[src/sqrt_accel_params.svh]
`ifndef SQRT_ACCEL_PARAMS_SVH
`define SQRT_ACCEL_PARAMS_SVH

// Operand and result width in bits.
`define SQRT_WIDTH 32

// Fractional bits of the fixed-point format, giving Q16.16.
`define SQRT_FRAC_WIDTH 16

// Host register address width.
`define SQRT_ADDR_WIDTH 3

`endif

[src/sqrt_pkg.sv]
`include "sqrt_accel_params.svh"

package sqrt_pkg;

    // Host register map.
    typedef enum logic [`SQRT_ADDR_WIDTH-1:0] {
        REG_OPERAND = 0,
        REG_CTRL    = 1,
        REG_STATUS  = 2,
        REG_RESULT  = 3
    } sqrt_reg_e;

    // Result format, picked per operation.
    typedef enum logic {
        FMT_INT   = 1'b0,
        FMT_FIXED = 1'b1
    } sqrt_fmt_e;

    // Core sequencer states.
    typedef enum logic [1:0] {
        ST_IDLE = 2'd0,
        ST_RUN  = 2'd1
    } sqrt_state_e;

endpackage

[src/fp_sqrt.sv]
`timescale 1ns/1ps
`include "sqrt_accel_params.svh"

module fp_sqrt #(
    parameter int WIDTH      = `SQRT_WIDTH,
    parameter int FRAC_WIDTH = `SQRT_FRAC_WIDTH
) (
    input  logic                clk,
    input  logic                arst_n,
    input  logic                go,
    input  logic [WIDTH-1:0]    operand,
    input  sqrt_pkg::sqrt_fmt_e fmt,
    output logic [WIDTH-1:0]    result,
    output logic                busy,
    output logic                done
);
    import sqrt_pkg::*;

    // One result bit per iteration, two radicand bits consumed each time.
    localparam int ITER_INT = WIDTH / 2;
    localparam int ITER_FIX = (WIDTH + FRAC_WIDTH) / 2;
    localparam int CNT_W    = $clog2(ITER_FIX + 1);
    localparam int REM_W    = WIDTH + 2;

    localparam logic [CNT_W-1:0] LAST_INT = CNT_W'(ITER_INT - 1);
    localparam logic [CNT_W-1:0] LAST_FIX = CNT_W'(ITER_FIX - 1);

    sqrt_state_e      state;
    sqrt_fmt_e        fmt_q;     // Format of the running operation.
    logic [CNT_W-1:0] cnt;
    logic             start;
    logic             last;

    logic [WIDTH-1:0] x_q;       // Radicand bits still to be consumed, MSBs first.
    logic [WIDTH-1:0] root_q;
    logic [WIDTH-1:0] root_next;
    logic [REM_W-1:0] rem_q;
    logic [REM_W-1:0] rem_next;
    logic [REM_W+1:0] rem_ext;
    logic [REM_W+2:0] diff;

    assign busy  = (state == ST_RUN);
    assign start = go && (state == ST_IDLE); // Go is ignored while running.
    assign last  = busy && (cnt == ((fmt_q == FMT_FIXED) ? LAST_FIX : LAST_INT));

    // Trial subtraction of the partial root with 01 appended.
    always_comb begin
        rem_ext = {rem_q, x_q[WIDTH-1 -: 2]};
        diff    = {1'b0, rem_ext} - {3'b000, root_q, 2'b01};
        if (diff[REM_W+2]) begin
            rem_next  = rem_ext[REM_W-1:0]; // Negative, keep the remainder.
            root_next = {root_q[WIDTH-2:0], 1'b0};
        end else begin
            rem_next  = diff[REM_W-1:0];
            root_next = {root_q[WIDTH-2:0], 1'b1};
        end
    end

    always_ff @(posedge clk or negedge arst_n) begin
        if (!arst_n) begin
            state  <= ST_IDLE;
            fmt_q  <= FMT_INT;
            cnt    <= '0;
            done   <= 1'b0;
            result <= '0;
        end else begin
            done <= 1'b0;
            case (state)
                ST_IDLE: begin
                    if (go) begin
                        state <= ST_RUN;
                        fmt_q <= fmt;
                        cnt   <= '0;
                    end
                end
                ST_RUN: begin
                    cnt <= cnt + 1'b1;
                    if (last) begin
                        state  <= ST_IDLE;
                        done   <= 1'b1;
                        result <= root_next;
                    end
                end
                default: state <= ST_IDLE;
            endcase
        end
    end

    // In fixed point the later iterations see zero pairs shifted in from the right,
    // which scales the radicand by 2**FRAC_WIDTH.
    always_ff @(posedge clk) begin
        if (start) begin
            x_q    <= operand;
            root_q <= '0;
            rem_q  <= '0;
        end else if (busy) begin
            x_q    <= x_q << 2;
            root_q <= root_next;
            rem_q  <= rem_next;
        end
    end

endmodule

[src/sqrt_regs.sv]
`timescale 1ns/1ps
`include "sqrt_accel_params.svh"

module sqrt_regs (
    input  logic                        clk,
    input  logic                        arst_n,
    input  logic                        wr_en,
    input  logic [`SQRT_ADDR_WIDTH-1:0] wr_addr,
    input  logic [`SQRT_WIDTH-1:0]      wr_data,
    input  logic                        rd_en,
    input  logic [`SQRT_ADDR_WIDTH-1:0] rd_addr,
    input  logic                        busy,
    input  logic                        done,
    input  logic [`SQRT_WIDTH-1:0]      result,
    output logic [`SQRT_WIDTH-1:0]      rd_data,
    output logic                        irq,
    output logic                        go,
    output logic [`SQRT_WIDTH-1:0]      operand,
    output sqrt_pkg::sqrt_fmt_e         fmt
);
    import sqrt_pkg::*;

    // CTRL bits.
    localparam int CTRL_START  = 0;
    localparam int CTRL_FMT    = 1;
    localparam int CTRL_IRQ_EN = 2;

    // STATUS bits.
    localparam int STAT_BUSY = 0;
    localparam int STAT_DONE = 1;

    logic                   irq_en;
    logic                   done_flag;   // Sticky until the result is read.
    logic [`SQRT_WIDTH-1:0] result_q;
    logic [`SQRT_WIDTH-1:0] ctrl_word;
    logic [`SQRT_WIDTH-1:0] status_word;
    logic                   wr_operand;
    logic                   wr_ctrl;
    logic                   rd_result;

    assign wr_operand = wr_en && (sqrt_reg_e'(wr_addr) == REG_OPERAND);
    assign wr_ctrl    = wr_en && (sqrt_reg_e'(wr_addr) == REG_CTRL);
    assign rd_result  = rd_en && (sqrt_reg_e'(rd_addr) == REG_RESULT);

    assign irq = done_flag && irq_en;

    // Start reads back as zero.
    always_comb begin
        ctrl_word              = '0;
        ctrl_word[CTRL_FMT]    = fmt;
        ctrl_word[CTRL_IRQ_EN] = irq_en;
    end

    always_comb begin
        status_word            = '0;
        status_word[STAT_BUSY] = busy;
        status_word[STAT_DONE] = done_flag;
    end

    always_ff @(posedge clk or negedge arst_n) begin
        if (!arst_n) begin
            operand <= '0;
        end else if (wr_operand) begin
            operand <= wr_data;
        end
    end

    // Format and irq_en are levels, start becomes a one-cycle go.
    always_ff @(posedge clk or negedge arst_n) begin
        if (!arst_n) begin
            fmt    <= FMT_INT;
            irq_en <= 1'b0;
            go     <= 1'b0;
        end else begin
            go <= 1'b0;
            if (wr_ctrl) begin
                fmt    <= sqrt_fmt_e'(wr_data[CTRL_FMT]);
                irq_en <= wr_data[CTRL_IRQ_EN];
                go     <= wr_data[CTRL_START];
            end
        end
    end

    always_ff @(posedge clk or negedge arst_n) begin
        if (!arst_n) begin
            result_q  <= '0;
            done_flag <= 1'b0;
        end else begin
            if (done) begin
                result_q  <= result;
                done_flag <= 1'b1; // A fresh result wins over a read in the same cycle.
            end else if (rd_result) begin
                done_flag <= 1'b0;
            end
        end
    end

    always_ff @(posedge clk or negedge arst_n) begin
        if (!arst_n) begin
            rd_data <= '0;
        end else if (rd_en) begin
            case (sqrt_reg_e'(rd_addr))
                REG_OPERAND: rd_data <= operand;
                REG_CTRL:    rd_data <= ctrl_word;
                REG_STATUS:  rd_data <= status_word;
                REG_RESULT:  rd_data <= result_q;
                default:     rd_data <= '0;
            endcase
        end
    end

endmodule

[src/sqrt_accel.sv]
`timescale 1ns/1ps
`include "sqrt_accel_params.svh"

module sqrt_accel (
    input  logic                        clk,
    input  logic                        arst_n,
    input  logic                        wr_en,
    input  logic [`SQRT_ADDR_WIDTH-1:0] wr_addr,
    input  logic [`SQRT_WIDTH-1:0]      wr_data,
    input  logic                        rd_en,
    input  logic [`SQRT_ADDR_WIDTH-1:0] rd_addr,
    output logic [`SQRT_WIDTH-1:0]      rd_data,
    output logic                        irq
);
    import sqrt_pkg::*;

    logic                   go;
    logic [`SQRT_WIDTH-1:0] operand;
    sqrt_fmt_e              fmt;
    logic                   busy;
    logic                   done;
    logic [`SQRT_WIDTH-1:0] result;

    sqrt_regs u_regs (
        .clk     (clk),
        .arst_n  (arst_n),
        .wr_en   (wr_en),
        .wr_addr (wr_addr),
        .wr_data (wr_data),
        .rd_en   (rd_en),
        .rd_addr (rd_addr),
        .busy    (busy),
        .done    (done),
        .result  (result),
        .rd_data (rd_data),
        .irq     (irq),
        .go      (go),
        .operand (operand),
        .fmt     (fmt)
    );

    fp_sqrt #(
        .WIDTH      (`SQRT_WIDTH),
        .FRAC_WIDTH (`SQRT_FRAC_WIDTH)
    ) u_core (
        .clk     (clk),
        .arst_n  (arst_n),
        .go      (go),
        .operand (operand),
        .fmt     (fmt),
        .result  (result),
        .busy    (busy),
        .done    (done)
    );

endmodule

[config.mk]
export PLATFORM = sky130hd
export DESIGN_NAME = sqrt_accel
export DESIGN_NICKNAME = d
export VERILOG_FILES = /design/src/sqrt_pkg.sv /design/src/fp_sqrt.sv /design/src/sqrt_regs.sv /design/src/sqrt_accel.sv
export VERILOG_INCLUDE_DIRS = /design/src
export SDC_FILE = /design/constraint.sdc
export NUM_CORES = 1
export LEC_CHECK = 0
export BUFFER_PORTS_ARGS = -buffer_cell sky130_fd_sc_hd__buf_2
export CAP_MARGIN = 20
export CORE_MARGIN = 2
export CORE_UTILIZATION = 35
export DETAILED_ROUTE_END_ITERATION = 6
export GPL_ROUTABILITY_DRIVEN = 0
export PLACE_DENSITY = 0.59
export RECOVER_POWER = 100
export SLEW_MARGIN = 10
export SYNTH_ARGS = -nofsm -noshare
export SYNTH_HDL_FRONTEND = slang
export SYNTH_SLANG_ARGS = --single-unit
[constraint.sdc]
create_clock -name clk -period 8.1 [get_ports clk]
set_clock_uncertainty 0.2 [all_clocks]
set_input_delay 2.025 -clock clk [delete_from_list [all_inputs] [get_ports clk]]
set_output_delay 2.025 -clock clk [all_outputs]
set_load 0.1 [all_outputs]
==> metrics.txt <==
result of the run finished with violations; failing checks max-capacitance violations, max-slew violations; count of buffers from port buffering 74; number of diodes added for antenna fixing 0; routed length on met3 1040 um; global-route usage over all layers 14.6%; CTS Root Buffer Type clkbuf_16; data arrival time of the critical path 5.31 ns; HPWL after DPL 16600 um; number of global-route vias before repair 7548; number of hold-repair buffers added at the cts stage 0; DRT antenna net count 0; met1 routed wirelength after detailed routing 12100 um; area of the die 33500 sq um; Setup crit start kind flip-flop; cell type with the largest total area after synthesis dfrtp_1; detailed-routed wire length on met2 11100 um; clock-pin slew on the worst setup and hold paths 0.06 ns; post-route non-filler standard cell count 1475; highest metal layer with signal wires met4; Pwr Density 452 nW/um^2; switching share of power 38.9%; initial antenna violation count 0; WL/cell 16.6 um; most used flip-flop cell after synthesis dfrtp_1; fraction of registers with async set/reset 58.8%; final setup fails 0; Comb power frac 47.6%; final setup slack of the worst path 3.01 ns; clock latency reported for the late side of the worst-skew pair 0.52 ns; post-CTS setup buffers 0; total of cells resized after clock tree synthesis 0; detailed-route wire length 24600 um; class of the worst hold path flip-flop to flip-flop; final-report hold violation count 0; sequential share of the synthesized area 51.6%; static leakage 0.00539 uW; total of flip-flops plus latches after synthesis 238; first-pass GRT wire length 40100 um; die width 183 um; internal power summed over all cells 3510 uW; number of primary I/O pins 75; placeable core region 31600 sq um; Post-Syn Area 11200 sq um; CTS Buf Count 26; starting utilization of the core area 35.5%; Pre-Repair DR Iteration Count 4; maximum level of the CTS H-tree 1; maximum number of pins on one net before global-route repair 76; Remaining DRCs 0; most common cell after layout, fill and taps aside dfrtp_1; final slew viol count 281; Worst VDD drop 0.000145 V; Post-Synthesis Net Count 1073; DRC violation total after the first TritonRoute iteration 494; Area Overhead vs Synth 13.3%; Die Span Y 183 um; Fin Hold WS 0.280 ns; setup repair after global routing missed its margin no; area fraction of the dominant cell type after synthesis 31.2%; area used by multi-input combinational logic 5010 sq um; deepest clock path buffer count 3; count of filler cells inserted in the layout 3110; number of enable-type register cells in the synthesized netlist 32; top library cells by usage in the layout, fill and taps aside dfrtp_1 (139), mux2_2 (132), a21oi_1 (69), dfxtp_1 (66), nand2_1 (60); Yosys warning total 0; Critical Path Fanout Max 59; top achievable clock speed 196 MHz; Worst slew margin -102%; fin crit share 62.9%; average instance area after synthesis 11.2 sq um; most area-consuming cells after synthesis dfrtp_1 (31%), mux2_2 (13%), dfxtp_1 (12%); number of vias after detailed routing 7697; clock network fraction of design power 19.9%; number of max-cap violations 7; Flop pwr share 32.5%; required time reported for the critical path endpoint 8.32 ns; endpoint class of the critical path flip-flop; minimum setup slack after placement 4.34 ns; power spent charging and discharging nets 2240 uW; number of rows created at floorplan 65; Synth Instances 997; Sinks on Clock Net 238; minimum clock period after layout 5.09 ns; slew at the pin closest to its max-slew limit 3.02 ns; proportion of layout cells with a drive suffix above 1 22.7%; TritonCTS clock tree built; Total Neg Setup Slack 0 ns; WS Path Type flip-flop to flip-flop; global-route congestion overflow total 0; post-synthesis cell type count 66; mean number of vias per cell 5.22; total number of nets in the final design 1130; total area of sequential cells 5790 sq um; placed instance count 1427
==> cell families after synthesis <==
group,Yosys count,synth area share [%]
buffers and inverters,107,3.75
and+or+nand+nor,180,7.55
adders and majority gates,34,3.79
muxes,146,15.0
DFF,238,51.6
AOI/OAI and AO/OA,259,15.8
xor gates and xnor gates,33,2.58
==> cells in the mapped netlist (all sizes together), types with 6 or more instances <==
| library cell | n |
|---|---|
| mux2 | 142 |
| dfrtp | 140 |
| a21oi | 72 |
| dfxtp | 66 |
| nand2 | 61 |
| nor2 | 60 |
| inv | 50 |
| clkbuf | 45 |
| o21ai | 37 |
| ha | 34 |
| edfxtp | 32 |
| o31ai | 32 |
| a22oi | 30 |
| a22o | 22 |
| xnor2 | 18 |
| a32oi | 16 |
| xor2 | 15 |
| buf | 12 |
| nand3 | 12 |
| nor3 | 9 |
| o211ai | 9 |
| nand2b | 8 |
| a211oi | 6 |
| a21o | 6 |
==> power groups by stage <==
stage | clock (uW) | sequential, uW | combinational [uW]
finish | 1140 | 1870 | 2730
global route | 1220 | 1920 | 3050
CTS | 1160 | 1870 | 2760
detailed placement | 0 | 1890 | 2740
global placement | 0 | 1880 | 2710
floorplan | 0 | 1890 | 2150
==> sequential cells by signal, indices dropped and copies added, names as in the netlist, 5 cells and up <==
name             count
u_core.x_q          32
u_regs.result_q     32
u_core.cnt           5
u_core.result       32
u_core.root_q       32
u_regs.rd_data      32
u_regs.operand      32
u_core.rem_q        34
==> per-stage QoR <==
step / area, sq um / total power (uW) / utilization (%)
2_1_floorplan: 11200 / 4040 / -
3_3_place_gp: 12000 / 4600 / 38.0
3_5_place_dp: 12000 / 4630 / 38.0
4_1_cts: 12800 / 5790 / 40.6
5_1_grt: 12700 / 6180 / 40.3
6_report: 12700 / 5740 / 40.3
==> final timing paths <==
kind                                    from                 end  slack (ns)  cells after the start
hold reg to reg            u_core.root_q[21]   u_core.root_q[22]        0.28                      2
hold / removal             u_core.root_q[21]   u_core.root_q[22]        0.28                      2
min in group asynchronous             arst_n  u_regs.rd_data[27]        1.30                      1
setup reg to reg             u_core.state[0]    u_core.rem_q[22]        3.01                      4
setup / recovery             u_core.state[0]    u_core.rem_q[22]        3.01                      4
max in group asynchronous             arst_n     u_core.state[0]        4.96                      2
==> critical path: stages (launching register included) <==
cell,delay [ns]
dfrtp_2,0.36
clkbuf_1,1.45
clkbuf_1,1.81
nand2_2,0.74
o21ai_0,0.38
==> layer usage <==
metal / vias to the layer above / track usage (%)
li1: 3762 / -
met1: 3748 / 20.5
met2: 159 / 24.1
met3: 28 / 2.07
met4: 0 / 3.04
met5: - / 0
==> cell type report <==
| type | count | area share, % |
|---|---|---|
| multi-input cells | 652 | 39.4 |
| well taps | 402 | 3.96 |
| repair buffers | 86 | 3.13 |
| inverters | 50 | 1.48 |
| clock buffers | 37 | 5.85 |
| clock inverters | 10 | 0.640 |
| flip-flops and latches | 238 | 45.5 |
Note: power is estimated with default switching activity, not from simulation.
